**config.mk**
```make
export PLATFORM = sky130hd
export DESIGN_NAME = dma_xif_frontend
export DESIGN_NICKNAME = d
export VERILOG_FILES = /design/src/logic/dma_xif_pkg.sv /design/src/logic/dma_cmd_decoder.sv /design/src/logic/cfg_step_counter.sv /design/src/logic/dma_ctrl_fsm.sv /design/src/logic/dma_xif_frontend.sv
export VERILOG_INCLUDE_DIRS = /design/src /design/src/include
export SDC_FILE = /design/constraint.sdc
export NUM_CORES = 1
export LEC_CHECK = 0
export BUFFER_PORTS_ARGS = -buffer_cell sky130_fd_sc_hd__buf_2
export CAP_MARGIN = 20
export CORE_ASPECT_RATIO = 1.5
export CORE_MARGIN = 5
export CORE_UTILIZATION = 55
export DETAILED_ROUTE_END_ITERATION = 16
export HOLD_SLACK_MARGIN = 0.02
export PLACE_DENSITY = 0.89
export RECOVER_POWER = 100
export REMOVE_ABC_BUFFERS = 1
export SLEW_MARGIN = 40
export SYNTH_ARGS = -nofsm -noshare
export SYNTH_HDL_FRONTEND = slang
export SYNTH_SLANG_ARGS = --single-unit
```
**constraint.sdc**
```tcl
create_clock -name clk_cfg_g -period 2.8 [get_ports clk_cfg_g]
set_input_delay 0.7 -clock clk_cfg_g [delete_from_list [all_inputs] [get_ports clk_cfg_g]]
set_output_delay 0.7 -clock clk_cfg_g [all_outputs]
set_load 0.03 [all_outputs]
```
**src/include/dma_xif_config.svh**
```systemverilog
// widths, instruction fields, opcodes and register map of the dma issue front end; include where needed
`ifndef DMA_XIF_CONFIG_SVH
`define DMA_XIF_CONFIG_SVH

// data path widths
`define DMA_DATA_W        32
`define DMA_ADDR_W        32
`define DMA_INSTR_W       32

// instruction field widths and offsets
`define DMA_OPCODE_W      7
`define DMA_FUNC3_W       3
`define DMA_CONF_OFF      7   // first option bit of a CONF instruction
`define DMA_FUNC3_OFF     12

// custom-0 and custom-1 opcode space
`define DMA_CONF_OPCODE   7'h0B
`define DMA_SET_OPCODE    7'h2B

// func3 codes of the SET instruction
`define DMA_SET_DA_FUNC3  3'b000
`define DMA_SET_SA_FUNC3  3'b001
`define DMA_SET_L_FUNC3   3'b010
`define DMA_SET_S_FUNC3   3'b110

// packed transfer options, nd_en sits at bit 0
`define DMA_CONF_W        11
`define DMA_MAX_LOG_LEN_W 3

// register front end byte addresses
`define DMA_REG_CONF      32'h0000_0000
`define DMA_REG_DST_ADDR  32'h0000_0004
`define DMA_REG_SRC_ADDR  32'h0000_0008
`define DMA_REG_LENGTH    32'h0000_000C
`define DMA_REG_NEXT_ID   32'h0000_0010

`define DMA_N_STEPS       4   // register writes per launch

`endif

```
**src/logic/dma_xif_pkg.sv**
```systemverilog
// shared types of the dma issue front end, referenced by scoped name from the rtl and testbench
package dma_xif_pkg;

  `include "dma_xif_config.svh"

  // transfer options as they sit in the CONF immediate, lsb last
  typedef struct packed {
    logic                          decouple_r_aw;
    logic                          decouple_r_w;
    logic                          src_reduce_len;
    logic                          dst_reduce_len;
    logic [`DMA_MAX_LOG_LEN_W-1:0] src_max_log_len;
    logic [`DMA_MAX_LOG_LEN_W-1:0] dst_max_log_len;
    logic                          nd_en;
  } dma_conf_t;

  typedef struct packed {
    logic [`DMA_INSTR_W-`DMA_CONF_OFF-`DMA_CONF_W-1:0] pad;
    dma_conf_t                                         opts;
    logic [`DMA_OPCODE_W-1:0]                          opcode;
  } dma_conf_instr_t;

  // plain r-type layout
  typedef struct packed {
    logic [6:0]                             funct7;
    logic [4:0]                             rs2;
    logic [4:0]                             rs1;
    logic [`DMA_FUNC3_W-1:0]                func3;
    logic [`DMA_FUNC3_OFF-`DMA_OPCODE_W-1:0] rd;
    logic [`DMA_OPCODE_W-1:0]               opcode;
  } dma_set_instr_t;

  // one issued word, read as CONF or as SET
  typedef union packed {
    dma_conf_instr_t conf;
    dma_set_instr_t  set;
  } dma_instr_u;

  // config bank index, equal to the launch step number
  typedef logic [1:0] cfg_idx_t;

  localparam cfg_idx_t CFG_CONF = 2'd0;
  localparam cfg_idx_t CFG_DST  = 2'd1;
  localparam cfg_idx_t CFG_SRC  = 2'd2;
  localparam cfg_idx_t CFG_LEN  = 2'd3;

  typedef enum logic [2:0] {
    IDLE,
    WRITE,
    START,
    BUSY,
    DONE
  } dma_state_e;

endpackage

```
**src/logic/dma_cmd_decoder.sv**
```systemverilog
// issue port decoder, accepts CONF and SET instructions and keeps the launch config bank
`timescale 1ns/10ps

`include "dma_xif_config.svh"

module dma_cmd_decoder (
  input  logic                    clk_cfg_g,
  input  logic                    rst_ni,
  input  logic                    clear_i,

  input  logic                    issue_valid_i,
  input  dma_xif_pkg::dma_instr_u instr_i,
  input  logic [`DMA_DATA_W-1:0]  rs0_i,

  input  dma_xif_pkg::cfg_idx_t   step_idx_i,   // word read out by the launch

  output logic                    issue_ready_o,
  output logic                    issue_accept_o,
  output logic                    start_req_o,
  output logic [`DMA_DATA_W-1:0]  cfg_word_o
);

  logic                   is_conf;
  logic                   is_set;
  logic                   bank_we;
  dma_xif_pkg::cfg_idx_t  bank_idx;
  logic [`DMA_DATA_W-1:0] bank_wdata;

  // conf, dst, src, len
  logic [`DMA_DATA_W-1:0] cfg_bank_q [`DMA_N_STEPS];

  // both views carry the opcode in the same bits
  assign is_conf = (instr_i.conf.opcode == `DMA_CONF_OPCODE);
  assign is_set  = (instr_i.set.opcode == `DMA_SET_OPCODE);

  // every known opcode is taken at once, nothing is ever stalled
  assign issue_ready_o  = issue_valid_i & (is_conf | is_set);
  assign issue_accept_o = issue_ready_o;

  always_comb begin
    bank_we     = 1'b0;
    bank_idx    = dma_xif_pkg::CFG_CONF;
    bank_wdata  = rs0_i;
    start_req_o = 1'b0;

    if (issue_valid_i) begin
      if (is_conf) begin
        bank_we    = 1'b1;
        bank_idx   = dma_xif_pkg::CFG_CONF;
        bank_wdata = `DMA_DATA_W'(instr_i.conf.opts);  // options zero-extended
      end else if (is_set) begin
        case (instr_i.set.func3)
          `DMA_SET_DA_FUNC3: begin
            bank_we  = 1'b1;
            bank_idx = dma_xif_pkg::CFG_DST;
          end
          `DMA_SET_SA_FUNC3: begin
            bank_we  = 1'b1;
            bank_idx = dma_xif_pkg::CFG_SRC;
          end
          `DMA_SET_L_FUNC3: begin
            bank_we  = 1'b1;
            bank_idx = dma_xif_pkg::CFG_LEN;
          end
          `DMA_SET_S_FUNC3: begin
            start_req_o = 1'b1;  // launch request, bank untouched
          end
          default: begin
            bank_we = 1'b0;  // unknown func3 is accepted and dropped
          end
        endcase
      end
    end
  end

  always_ff @(posedge clk_cfg_g, negedge rst_ni) begin
    if (!rst_ni) begin
      cfg_bank_q <= '{default: '0};
    end else if (clear_i) begin
      cfg_bank_q <= '{default: '0};
    end else if (bank_we) begin
      cfg_bank_q[bank_idx] <= bank_wdata;
    end
  end

  // step number doubles as bank index
  assign cfg_word_o = cfg_bank_q[step_idx_i];

endmodule

```
**src/logic/cfg_step_counter.sv**
```systemverilog
// step counter for the launch write sequence, gives the bank index and target register address
`timescale 1ns/10ps

`include "dma_xif_config.svh"

module cfg_step_counter (
  input  logic                   clk_cfg_g,
  input  logic                   rst_ni,
  input  logic                   clear_i,
  input  logic                   step_clr_i,   // back to the first write
  input  logic                   step_inc_i,   // one write completed

  output dma_xif_pkg::cfg_idx_t  step_idx_o,
  output logic                   step_last_o,
  output logic [`DMA_ADDR_W-1:0] step_addr_o
);

  dma_xif_pkg::cfg_idx_t step_q;

  always_ff @(posedge clk_cfg_g, negedge rst_ni) begin
    if (!rst_ni) begin
      step_q <= dma_xif_pkg::CFG_CONF;
    end else if (clear_i || step_clr_i) begin
      step_q <= dma_xif_pkg::CFG_CONF;
    end else if (step_inc_i) begin
      step_q <= step_q + 2'd1;  // wraps after the length write
    end
  end

  assign step_idx_o  = step_q;
  assign step_last_o = (step_q == dma_xif_pkg::cfg_idx_t'(`DMA_N_STEPS - 1));

  // register order of one launch
  always_comb begin
    case (step_q)
      dma_xif_pkg::CFG_CONF: step_addr_o = `DMA_REG_CONF;
      dma_xif_pkg::CFG_DST:  step_addr_o = `DMA_REG_DST_ADDR;
      dma_xif_pkg::CFG_SRC:  step_addr_o = `DMA_REG_SRC_ADDR;
      default:               step_addr_o = `DMA_REG_LENGTH;
    endcase
  end

endmodule

```
**src/logic/dma_ctrl_fsm.sv**
```systemverilog
// launch FSM, writes the config bank to the dma registers and polls the transfer id
`timescale 1ns/10ps

`include "dma_xif_config.svh"

module dma_ctrl_fsm (
  input  logic                   clk_cfg_g,
  input  logic                   rst_ni,
  input  logic                   clear_i,
  input  logic                   start_req_i,

  input  logic [`DMA_DATA_W-1:0] cfg_word_i,
  input  logic [`DMA_ADDR_W-1:0] step_addr_i,
  input  logic                   step_last_i,

  output logic                   step_clr_o,
  output logic                   step_inc_o,

  // dma register front end
  output logic                   reg_valid_o,
  output logic                   reg_write_o,
  output logic [`DMA_ADDR_W-1:0] reg_addr_o,
  output logic [`DMA_DATA_W-1:0] reg_wdata_o,
  input  logic                   reg_ready_i,
  input  logic                   reg_error_i,
  input  logic [`DMA_DATA_W-1:0] reg_rdata_i,

  output logic                   start_o,  // reading the first id
  output logic                   busy_o,   // waiting for the id to move on
  output logic                   done_o,   // one cycle at the end of a launch
  output logic                   error_o   // bus error or zero id
);

  dma_xif_pkg::dma_state_e state_q;
  dma_xif_pkg::dma_state_e state_d;

  logic [`DMA_DATA_W-1:0] id_q;
  logic [`DMA_DATA_W-1:0] id_d;

  always_comb begin
    state_d     = state_q;
    id_d        = id_q;
    step_clr_o  = 1'b0;
    step_inc_o  = 1'b0;
    reg_valid_o = 1'b0;
    reg_write_o = 1'b0;
    reg_addr_o  = '0;
    reg_wdata_o = '0;
    error_o     = 1'b0;

    case (state_q)
      dma_xif_pkg::IDLE: begin
        step_clr_o = 1'b1;  // every launch starts at the conf write
        if (start_req_i) begin
          state_d = dma_xif_pkg::WRITE;
        end
      end

      dma_xif_pkg::WRITE: begin
        reg_valid_o = 1'b1;
        reg_write_o = 1'b1;
        reg_addr_o  = step_addr_i;
        reg_wdata_o = cfg_word_i;
        if (reg_error_i) begin
          error_o = 1'b1;
          state_d = dma_xif_pkg::IDLE;
        end else if (reg_ready_i) begin
          step_inc_o = 1'b1;
          if (step_last_i) begin
            state_d = dma_xif_pkg::START;
          end
        end
      end

      dma_xif_pkg::START: begin
        reg_valid_o = 1'b1;
        reg_addr_o  = `DMA_REG_NEXT_ID;
        if (reg_error_i) begin
          error_o = 1'b1;
          state_d = dma_xif_pkg::IDLE;
        end else if (reg_ready_i) begin
          if (reg_rdata_i == '0) begin
            // transfer was not set up properly
            error_o = 1'b1;
            state_d = dma_xif_pkg::IDLE;
          end else begin
            id_d    = reg_rdata_i;
            state_d = dma_xif_pkg::BUSY;
          end
        end
      end

      dma_xif_pkg::BUSY: begin
        reg_valid_o = 1'b1;
        reg_addr_o  = `DMA_REG_NEXT_ID;
        if (reg_error_i) begin
          error_o = 1'b1;
          state_d = dma_xif_pkg::IDLE;
        end else if (reg_ready_i && (reg_rdata_i != id_q)) begin
          state_d = dma_xif_pkg::DONE;  // id moved on, our transfer is retired
        end
      end

      dma_xif_pkg::DONE: begin
        state_d = dma_xif_pkg::IDLE;
      end

      default: begin
        state_d = dma_xif_pkg::IDLE;
      end
    endcase
  end

  assign start_o = (state_q == dma_xif_pkg::START);
  assign busy_o  = (state_q == dma_xif_pkg::BUSY);
  assign done_o  = (state_q == dma_xif_pkg::DONE);

  always_ff @(posedge clk_cfg_g, negedge rst_ni) begin
    if (!rst_ni) begin
      state_q <= dma_xif_pkg::IDLE;
    end else if (clear_i) begin
      state_q <= dma_xif_pkg::IDLE;
    end else begin
      state_q <= state_d;
    end
  end

  // id of the launched transfer
  always_ff @(posedge clk_cfg_g, negedge rst_ni) begin
    if (!rst_ni) begin
      id_q <= '0;
    end else if (clear_i) begin
      id_q <= '0;
    end else begin
      id_q <= id_d;
    end
  end

endmodule

```
**src/logic/dma_xif_frontend.sv**
```systemverilog
// top of the dma issue front end, connects decoder, step counter and launch FSM
`timescale 1ns/10ps

`include "dma_xif_config.svh"

module dma_xif_frontend (
  input  logic                    clk_cfg_g,
  input  logic                    rst_ni,
  input  logic                    clear_i,

  // cpu issue port
  input  logic                    issue_valid_i,
  input  dma_xif_pkg::dma_instr_u instr_i,
  input  logic [`DMA_DATA_W-1:0]  rs0_i,
  output logic                    issue_ready_o,
  output logic                    issue_accept_o,

  // dma register front end
  output logic                    reg_valid_o,
  output logic                    reg_write_o,
  output logic [`DMA_ADDR_W-1:0]  reg_addr_o,
  output logic [`DMA_DATA_W-1:0]  reg_wdata_o,
  input  logic                    reg_ready_i,
  input  logic                    reg_error_i,
  input  logic [`DMA_DATA_W-1:0]  reg_rdata_i,

  // launch status
  output logic                    start_o,
  output logic                    busy_o,
  output logic                    done_o,
  output logic                    error_o
);

  logic                   start_req;
  logic                   step_clr;
  logic                   step_inc;
  logic                   step_last;
  logic [`DMA_ADDR_W-1:0] step_addr;
  dma_xif_pkg::cfg_idx_t  step_idx;
  logic [`DMA_DATA_W-1:0] cfg_word;

  dma_cmd_decoder decoder_i (
    .clk_cfg_g      (clk_cfg_g),
    .rst_ni         (rst_ni),
    .clear_i        (clear_i),
    .issue_valid_i  (issue_valid_i),
    .instr_i        (instr_i),
    .rs0_i          (rs0_i),
    .step_idx_i     (step_idx),
    .issue_ready_o  (issue_ready_o),
    .issue_accept_o (issue_accept_o),
    .start_req_o    (start_req),
    .cfg_word_o     (cfg_word)
  );

  cfg_step_counter step_i (
    .clk_cfg_g   (clk_cfg_g),
    .rst_ni      (rst_ni),
    .clear_i     (clear_i),
    .step_clr_i  (step_clr),
    .step_inc_i  (step_inc),
    .step_idx_o  (step_idx),
    .step_last_o (step_last),
    .step_addr_o (step_addr)
  );

  dma_ctrl_fsm fsm_i (
    .clk_cfg_g   (clk_cfg_g),
    .rst_ni      (rst_ni),
    .clear_i     (clear_i),
    .start_req_i (start_req),
    .cfg_word_i  (cfg_word),
    .step_addr_i (step_addr),
    .step_last_i (step_last),
    .step_clr_o  (step_clr),
    .step_inc_o  (step_inc),
    .reg_valid_o (reg_valid_o),
    .reg_write_o (reg_write_o),
    .reg_addr_o  (reg_addr_o),
    .reg_wdata_o (reg_wdata_o),
    .reg_ready_i (reg_ready_i),
    .reg_error_i (reg_error_i),
    .reg_rdata_i (reg_rdata_i),
    .start_o     (start_o),
    .busy_o      (busy_o),
    .done_o      (done_o),
    .error_o     (error_o)
  );

endmodule

```
==> out/metrics.yaml, run 1 <==
outcome:
  outcome: "finished, violations left"
  violations: "max-capacitance violations, max-slew violations"
clock_tree:
  path_clk_slew_ns: 0.06
  root_buffer: "clkbuf_16"
  cts_setup_buffers: 0
  cts_hold_buf: 0
  post_cts_resized: 0
  clkLatencyLatePin_ns: 0.41
  numCtsBuffers: 17
  cts_tree: "done"
  clock_sinks: 165
  htreeDepth: 4
  cts_max_path_buffers: 2
timing:
  fin_skew_ns: 0.00455
  hold_ws_ns: 0.485
  fmax_mhz: 366
  tightest_slew_ns: 1.78
  report.final.slew_viol_count: 67
  rsz0062_at_grt: "false"
  finalSetupViolCount: 0
  period_needed_ns: 2.73
  relSlewSlack_pct: -18.3
  hold_viol: 0
  period_share_pct: 97.6
synth:
  synthTopCellsByArea: "dfrtp_1 (49%), mux4_2 (8.5%), a21oi_1 (4.7%), nand2_1 (4.2%), mux2i_1 (3.8%)"
  synth.area.mux_share_pct: 12.7
  yosysTopAreaCellShare_pct: 48.7
  synth_top_family_by_area: "simple AND/OR/NAND/NOR gates"
  synth_edf_count: 0
  synth_compound_area_share_pct: 9.08
  ys_warn_count: 0
  synth_area_um2: 8480
  synth-adder-area-share_pct: 0.590
  synthTopCellsByCount: "dfrtp_1 (165), nand2_1 (95), a21oi_1 (80), nor2_1 (75), nand3_1 (63)"
  synth.most_common_cell: "dfrtp_1"
  ys_ff_latch: 165
  yosysTopAreaCell: "dfrtp_1"
  syn_area_per_cell_um2: 10.3
  synth_xor_area_share_pct: 3.41
  synthDistinctLibCells: 48
  synth-simple-area-share_pct: 19.2
  synth_top_flop_cell: "dfrtp_1"
  async_flop_share_pct: 100
  seq_area_frac_synth_pct: 48.7
  netlist_instances: 827
route:
  firstDrtPassIters: 6
  vias: 6611
  first_iter_violations: 438
  wire_per_inst_um: 18.2
  drt-vias-per-instance: 5.72
  route.detailed.drc: 0
  ant_nets: 0
  wirelength_mm: 21.0
setup_path:
  required_ns: 2.10
  endpoint_kind: "primary output"
  path_class: "flop to primary output"
  crit_chain: "buf_6 > mux4_2 > nor2b_1 > clkbuf_2"
  critPathBufInv: 2
  worst-path-max-fanout: 21
  slowest_stage: "dfrtp_4"
  start_kind: "flop"
  cp_top_family: "flip-flops"
  slowest_delay_ns: 0.59
  arrival_ns: 2.03
grt:
  grt_pass1_wl_mm: 34.7
  overflow: 0
  grt.total_usage_pct: 23.8
  antenna_found_initial: 0
  grt_start_max_net_pins: 143
  grt_pass1_vias: 7038
power:
  p_clk_share_pct: 40.1
  p_seq_share_pct: 46.2
  p_sw_share_pct: 27.3
  power_density_nw_per_um2: 545
  p_leak_nw: 4.41
  net-switching-power_mw: 1.45
  share_comb_of_total_power_pct: 13.6
  ir_drop_v: 0.000358
  p_int_mw: 3.87
die:
  start_util_pct: 56.0
  die_y_um: 162
  die_area_um2: 18000
  io_pins: 174
  die_x_um: 111
  rows: 55
  core_area_um2: 15100
placed_design:
  io_buffers: 130
  place_congestion: 0.914
  place_hpwl_mm: 13.9
  dpl.cell_count: 1125
min_path:
  hold_path.class: "flop to flop"
final_layout:
  nets: 1051
  finish.utilization_pct: 64.5
  fin_cells: 1155
  drive_gt1_share_pct: 22.5
  area_delta_synth_final_pct: 15.1
job:
  drv_cap: 1
==> through the flow <==
| step | TNS [ns] | area [µm²] | total power [mW] | setup slack (ns) |
|---|---|---|---|---|
| after floorplan | -9.21 | 8060 | 2.90 | -0.277 |
| after global placement | 0 | 9340 | 3.23 | 0.113 |
| after detailed placement | 0 | 9340 | 3.25 | 0.0511 |
| after CTS | 0 | 9870 | 5.37 | 0.0103 |
| after global routing | 0 | 9760 | 5.52 | 0.00637 |
| final | 0 | 9760 | 5.32 | 0.0673 |
==> layer usage <==
layer | GRT usage, % | vias to the layer above | routed length (µm)
li1 | - | 3057 | -
met1 | 28.2 | 3252 | 8000
met2 | 42.6 | 259 | 11100
met3 | 4.62 | 43 | 1370
met4 | 9.35 | 0 | 529
met5 | 0 | - | 0
==> layout make-up <==
type	instances	area (µm²)
repair buffers	163	931
flip-flops and latches	165	4130
clock inverters	9	83.8
diodes	1	2.50
multi-input cells	594	3900
inverters	4	15.0
well taps	199	249
clock buffers	20	447
fillers	1164	5380
==> layout by cell type (no fill, tap or decap), drive strengths merged, types with 10 or more instances in the layout <==
| cell type | instances |
|---|---|
| nand3 | 64 |
| dfrtp | 165 |
| conb | 29 |
| nor2b | 32 |
| nor2 | 76 |
| a21oi | 80 |
| nand4 | 10 |
| xnor2 | 33 |
| clkbuf | 68 |
| a211oi | 30 |
| buf | 114 |
| and2 | 24 |
| nor4 | 10 |
| mux2i | 32 |
| a21boi | 10 |
| mux4 | 32 |
| nand2 | 95 |
==> path summary, 6_finish.rpt <==
kind | from | end | slack, ns | cells after the start
min in group asynchronous | rst_ni | fsm_i.id_q[14] | 0.76 | 1
worst min register to register | decoder_i.cfg_bank_q[111] | decoder_i.cfg_bank_q[111] | 0.48 | 1
worst max-delay path | step_i.step_idx_o[1] | reg_wdata_o[2] | 0.07 | 4
worst min-delay path | decoder_i.cfg_bank_q[111] | decoder_i.cfg_bank_q[111] | 0.48 | 1
worst max register to register | fsm_i.state_q[2] | fsm_i.id_q[17] | 0.53 | 7
max in group asynchronous | rst_ni | decoder_i.cfg_bank_q[80] | 0.65 | 2
==> power by group through the flow <==
stage               sequential, mW  clock, mW  combinational (mW)
finish                        2.46       2.13               0.725
global route                  2.46       2.27               0.793
CTS                           2.45       2.17               0.751
detailed placement            2.50          0               0.749
global placement              2.50          0               0.739
floorplan                     2.50          0               0.397
==> kinds of logic (layout without fill, tap and decap cells) <==
family                     Yosys count  in the layout
and+or+nand+nor                    333            333
DFF                                165            165
AOI/OAI and AO/OA                  128            128
buffers and inverters               96            196
muxes                               67             67
xor gates and xnor gates            33             33
adders and majority gates            4              4
other                                1             30
==> registers in the layout (all words and copies together), names as in the netlist <==
signal	count
fsm_i.id_q	32
decoder_i.cfg_bank_q	128
fsm_i.state_q	3
step_i.step_idx_o	2
(Power assumes the default switching activity.)
==> run 2, diff against run 1 <==
--- a/config.mk
+++ b/config.mk
@@ -13,10 +13,11 @@
 export CORE_UTILIZATION = 55
 export DETAILED_ROUTE_END_ITERATION = 16
 export HOLD_SLACK_MARGIN = 0.02
-export PLACE_DENSITY = 0.89
+export PLACE_DENSITY = 0.79
 export RECOVER_POWER = 100
 export REMOVE_ABC_BUFFERS = 1
 export SLEW_MARGIN = 40
 export SYNTH_ARGS = -nofsm -noshare
 export SYNTH_HDL_FRONTEND = slang
+export SYNTH_HIERARCHICAL = 1
 export SYNTH_SLANG_ARGS = --single-unit
==> run 2 against run 1 <==
The flow now finishes without violations. Clock skew increased by 0.012 ns. Flip-flop and latch count unchanged. Die area increased by 12%. Sequential share of layout area decreased by 4.0 points. Synthesized cell count increased by 3.0%. Critical endpoint is now reg_wdata_o[5]. Largest power group unchanged. Highest routed layer unchanged.
==> out/metrics.yaml, run 2 <==
synth:
  yosysTopAreaCell: "dfrtp_1"
  ys_ff_latch: 165
  ys_warn_count: 6
  synth_area_um2: 9540
  synth_edf_count: 0
  yosysTopAreaCellShare_pct: 43.3
  synth_top_flop_cell: "dfrtp_1"
  syn_area_per_cell_um2: 11.2
  seq_area_frac_synth_pct: 43.3
  synthTopCellsByArea: "dfrtp_1 (43%), mux2i_1 (13%), mux4_2 (7.6%), nand2b_1 (5.7%), and3_1 (4.3%)"
  synthTopCellsByCount: "dfrtp_1 (165), mux2i_1 (126), nand2b_1 (87), and3_1 (65), clkbuf_1 (40)"
  synth.most_common_cell: "dfrtp_1"
  async_flop_share_pct: 100
  netlist_instances: 852
  synthDistinctLibCells: 48
timing:
  relSlewSlack_pct: 7.98
  hold_viol: 0
  report.final.slew_viol_count: 0
  finalSetupViolCount: 0
  period_share_pct: 97.0
  rsz0062_at_grt: "false"
  period_needed_ns: 2.71
  fmax_mhz: 368
  tightest_slew_ns: 1.38
  fin_skew_ns: 0.0165
die:
  core_area_um2: 17200
  die_x_um: 118
  io_pins: 174
  die_area_um2: 20100
  die_y_um: 171
  start_util_pct: 55.5
  rows: 59
grt:
  grt.total_usage_pct: 22.4
  grt_start_max_net_pins: 66
  grt_pass1_wl_mm: 36.6
  overflow: 0
  grt_pass1_vias: 7144
  antenna_found_initial: 0
clock_tree:
  clkLatencyLatePin_ns: 0.43
  htreeDepth: 4
  cts_tree: "done"
  clock_sinks: 165
  root_buffer: "clkbuf_16"
  path_clk_slew_ns: 0.06
  cts_max_path_buffers: 2
  numCtsBuffers: 17
route:
  wirelength_mm: 22.6
  wire_per_inst_um: 19.0
  first_iter_violations: 424
  route.detailed.drc: 0
  vias: 6799
  drt-vias-per-instance: 5.73
  ant_nets: 0
  firstDrtPassIters: 4
outcome:
  outcome: "completed"
power:
  ir_drop_v: 0.000332
  p_total_mw: 5.93
  power_density_nw_per_um2: 549
  p_leak_nw: 5.52
final_layout:
  top_register: "decoder_i/cfg_bank_q"
  area_delta_synth_final_pct: 13.2
  num_antenna_cells: 0
  final_cell_mix: "dfrtp_1 (162), mux2i_1 (126), buf_2 (89), nand2b_1 (87), and3_1 (65)"
  largest_reg_flops: 128
  nets: 1065
  top_regs: "decoder_i/cfg_bank_q (128), fsm_i/id_q (32), fsm_i/state_q (3)"
  fin_cells: 1186
  drive_gt1_share_pct: 27.0
  final_common_cell: "dfrtp_1"
placed_design:
  io_buffers: 130
  place_hpwl_mm: 14.7
  place_congestion: 0.825
  dpl.cell_count: 1153
setup_path:
  path_class: "flop to primary output"
  endpoint_kind: "primary output"
  required_ns: 2.10
  arrival_ns: 2.01
  worst-path-max-fanout: 13
  start_kind: "flop"
job:
  drv_cap: 0
min_path:
  hold_path.class: "flop to flop"
-- run 2: cell count changes after synthesis, sizes merged, moves of 5 or more --
cell / before / now
nand2b: 2 / 88
mux2i: 32 / 126
o21ai: 2 / 47
a211oi: 30 / 1
and3: 0 / 65
nand3: 64 / 11
or2b: 1 / 9
a21oi: 80 / 15
nor2b: 32 / 27
a21boi: 10 / 0
nand2: 95 / 6
nor2: 76 / 39
clkbuf: 35 / 43
and2b: 3 / 9
-- run 2: what timing repair did --
item / in CTS / in global routing
resized for setup: 2 / 4
buffers inserted: 1 / 0
setup endpoints to repair: 26 / 1
hold buffers: 0 / 0
pin swaps: 0 / 0
-- run 2: metrics by stage --
step	util, %	hold slack, ns	area, µm²	TNS (ns)	setup slack (ns)
6_report	62.8	0.485	10800	0	0.0853
2_1_floorplan	-	0.404	9040	-30.44	-0.620
3_5_place_dp	60.4	0.467	10400	0	0.120
4_1_cts	63.8	0.231	11000	0	0.0807
3_3_place_gp	60.3	0.464	10400	0	0.0893
5_1_grt	62.8	0.507	10800	0	0.0108
-- run 2: where the power goes --
| group | switching (mW) | internal [mW] | leakage, nW | total [mW] |
|---|---|---|---|---|
| combinational | 0.831 | 0.348 | 2.95 | 1.18 |
| sequential | 0.0852 | 2.41 | 2.30 | 2.49 |
| clock | 1.05 | 1.20 | 0.275 | 2.25 |
| total | 1.97 | 3.96 | 5.52 | 5.93 |
-- run 2: cell families (layout without fill, tap and decap cells) --
group | after synthesis | in the layout | share of synthesized area, %
AND/OR/NAND/NOR | 316 | 316 | 20.4
flip-flops | 165 | 165 | 43.3
multiplexers | 160 | 160 | 21.0
buffers and inverters | 104 | 196 | 6.43
AO/OA/AOI/OAI | 70 | 70 | 5.39
XOR/XNOR | 33 | 33 | 3.03
adder cells (fa/ha/maj) | 3 | 3 | 0.394
other | 1 | 30 | 0.0393
-- run 2: worst paths after layout --
check                                          start                   endpoint  slack [ns]  cells after the start
max                             step_i/step_idx_o[0]             reg_wdata_o[5]        0.09                      4
max in group asynchronous                     rst_ni       step_i/step_idx_o[1]        0.58                      2
min reg2reg                decoder_i/cfg_bank_q[121]  decoder_i/cfg_bank_q[121]        0.48                      1
min                        decoder_i/cfg_bank_q[121]  decoder_i/cfg_bank_q[121]        0.48                      1
max reg2reg                         fsm_i/state_q[0]             fsm_i/id_q[25]        0.46                      6
min in group asynchronous                     rst_ni             fsm_i/id_q[31]        0.57                      1
-- run 2: routing by layer --
| layer | wire [µm] | global-route usage (%) | vias to the layer above |
|---|---|---|---|
| met5 | 0 | 0 | - |
| met4 | 563 | 9.63 | 0 |
| met3 | 1400 | 4.21 | 31 |
| met2 | 11600 | 38.5 | 240 |
| met1 | 8990 | 27.8 | 3412 |
| li1 | - | - | 3116 |
-- run 2: area by class of cell --
cell class                      count  area [µm²]
Clock buffer                       18         439
Fill cell                        1409        6400
Sequential cell                   165        4140
Multi-Input combinational cell    612        4880
Tap cell                          213         267
Inverter                            3        11.3
Clock inverter                     14         133
Timing Repair Buffer              161         928
-- run 2: critical path, stage by stage (launching register included) --
cell and delay, ns:
dfrtp_4 0.45, buf_6 0.24, mux4_2 0.54, and3_1 0.19
clkbuf_2 0.19
==> run 3, diff against run 2 <==
--- a/config.mk
+++ b/config.mk
@@ -8,12 +8,14 @@
 export LEC_CHECK = 0
 export BUFFER_PORTS_ARGS = -buffer_cell sky130_fd_sc_hd__buf_2
 export CAP_MARGIN = 20
+export CELL_PAD_IN_SITES_DETAIL_PLACEMENT = 1
+export CELL_PAD_IN_SITES_GLOBAL_PLACEMENT = 2
 export CORE_ASPECT_RATIO = 1.5
 export CORE_MARGIN = 5
-export CORE_UTILIZATION = 55
+export CORE_UTILIZATION = 37
 export DETAILED_ROUTE_END_ITERATION = 16
 export HOLD_SLACK_MARGIN = 0.02
-export PLACE_DENSITY = 0.79
+export PLACE_DENSITY = 0.91
 export RECOVER_POWER = 100
 export REMOVE_ABC_BUFFERS = 1
 export SLEW_MARGIN = 40
==> run 3 against run 2 <==
The run now ends with max-capacitance violations, max-slew violations left. Combinational power up 8%. Critical path depth increased by 4. Setup slack got worse by 0.055 ns. Final cell count up 11%. Worst hold slack gained 0.0024 ns. Via count is 1.4% higher. Flip-flop and latch count unchanged. Largest cell class unchanged.
==> out/metrics.yaml, run 3 (synthesized netlist as in run 2, its figures left out) <==
final_layout:
  area_delta_synth_final_pct: 16.0
  regArea_um2: 4130
  fin_cells: 1314
  top_register: "decoder_i/cfg_bank_q"
  num_antenna_cells: 0
  nets: 1073
  final_cell_mix: "dfrtp_1 (163), mux2i_1 (126), buf_2 (109), nand2b_1 (87), and3_1 (65)"
  fill_cells: 2841
  top_regs: "decoder_i/cfg_bank_q (128), fsm_i/id_q (32), fsm_i/state_q (3)"
  final_common_cell: "dfrtp_1"
  drive_gt1_share_pct: 27.2
  largest_reg_flops: 128
  multi_input_area_um2: 4850
power:
  p_leak_nw: 5.63
  ir_drop_v: 0.000469
  p_clk_share_pct: 40.3
  net-switching-power_mw: 1.96
  power_density_nw_per_um2: 563
  p_sw_share_pct: 31.5
  p_int_mw: 4.27
  share_comb_of_total_power_pct: 20.4
  p_seq_share_pct: 39.3
job:
  drv_cap: 2
clock_tree:
  htreeDepth: 4
  numCtsBuffers: 17
  root_buffer: "clkbuf_16"
  cts_max_path_buffers: 2
  cts_tree: "done"
  clkLatencyLatePin_ns: 0.42
  clock_sinks: 165
  path_clk_slew_ns: 0.06
setup_path:
  start_kind: "primary input"
  required_ns: 2.10
  worst-path-max-fanout: 3
  reg2reg_setup_slack_ns: 0.70
  crit_start: "reg_rdata_i[11]"
  path_class: "primary input to primary output"
  arrival_ns: 2.07
  endpoint_kind: "primary output"
  timing.rr.start: "fsm_i/state_q[1]"
grt:
  grt_start_max_net_pins: 74
  antenna_found_initial: 0
  overflow: 0
  grt.total_usage_pct: 18.0
  grt_pass1_vias: 7593
  grt_pass1_wl_mm: 41.4
timing:
  tightest_slew_ns: 1.53
  hold_viol: 0
  period_share_pct: 98.9
  finalSetupViolCount: 0
  fmax_mhz: 361
  rsz0062_at_grt: "true"
  hold_ws_ns: 0.487
  relSlewSlack_pct: -1.91
  period_needed_ns: 2.77
  fin_skew_ns: 0.00518
  report.final.slew_viol_count: 85
  final.setup.worst_slack_ns: 0.0301
route:
  first_iter_violations: 257
  route.detailed.drc: 0
  wirelength_mm: 25.8
  wire_per_inst_um: 19.6
  vias: 6893
  drt-vias-per-instance: 5.25
  ant_nets: 0
  firstDrtPassIters: 4
placed_design:
  place_congestion: 0.814
  io_buffers: 130
  pre_cts_ws_ns: 0.0597
  place_hpwl_mm: 17.0
  dpl.cell_count: 1280
die:
  start_util_pct: 37.3
  io_pins: 174
  rows: 72
  core_area_um2: 25600
  die_area_um2: 29200
  die_y_um: 207
  die_x_um: 141
min_path:
  hp-start: "decoder_i/cfg_bank_q[125]"
  hold_path.class: "flop to flop"
outcome:
  outcome: "finished, violations left"
  violations: "max-capacitance violations, max-slew violations"
-- run 3: cell types whose count changed in the layout (fill, tap and decap cells not counted), sizes merged --
cell,change
inv,-5
bufinv,+3
clkbuf,-18
buf,+28
clkinv,+3
clkinvlp,-3
-- run 3: worst max-delay path: stages --
cell	delay, ns
clkbuf_1	0.11
nor4_1	0.29
buf_4	0.18
nand4_1	0.13
nor2_1	0.18
and3_1	0.18
o21a_1	0.11
buf_2	0.19
-- run 3: final timing paths --
check | cells after the start | endpoint
min reg2reg | 1 | decoder_i/cfg_bank_q[125]
max | 8 | error_o
min in group asynchronous | 1 | fsm_i/id_q[2]
min | 1 | decoder_i/cfg_bank_q[125]
max reg2reg | 5 | fsm_i/id_q[24]
max in group asynchronous | 2 | decoder_i/cfg_bank_q[69]
-- run 3: per-stage QoR --
step | cell area (µm²) | power [mW] | TNS [ns] | utilization [%]
4_1_cts | 11200 | 6.32 | 0 | 43.9
2_1_floorplan | 9040 | 3.25 | -30.44 | -
5_1_grt | 11100 | 6.50 | -0.00668 | 43.3
3_5_place_dp | 10600 | 3.79 | 0 | 41.3
3_3_place_gp | 10600 | 3.76 | 0 | 41.3
6_report | 11100 | 6.23 | 0 | 43.3
-- run 3: timing repair --
action,4_1_cts,5_1_grt
cloned,1,0
pin swaps,0,1
setup buffers,0,1
endpoints found under the hold margin,0,0
setup endpoints to repair,1,17
hold buffers,0,0
gates resized for setup,1,1
-- run 3: power by group through the flow --
| stage | registers [mW] | clock network (mW) | logic [mW] |
|---|---|---|---|
| floorplan | 2.55 | 0 | 0.700 |
| global placement | 2.49 | 0 | 1.27 |
| detailed placement | 2.50 | 0 | 1.29 |
| CTS | 2.45 | 2.57 | 1.31 |
| global route | 2.45 | 2.68 | 1.38 |
| finish | 2.45 | 2.51 | 1.27 |
-- run 3: per-layer routing --
metal | GRT usage (%) | share of wire [%] | vias to the layer above
met4 | 5.02 | 1.5 | 0
met2 | 31.7 | 52 | 150
met1 | 22.8 | 43 | 3572
met3 | 3.09 | 3.3 | 26
met5 | 0 | 0 | -
li1 | - | - | 3145
-- run 3: layout make-up --
class,instances,share of cell area (%)
repair buffers,169,9.29
well taps,333,3.76
clock inverters,12,1.49
multi-input cells,612,43.8
inverters,3,0.102
flip-flops and latches,165,37.3
clock buffers,20,4.22
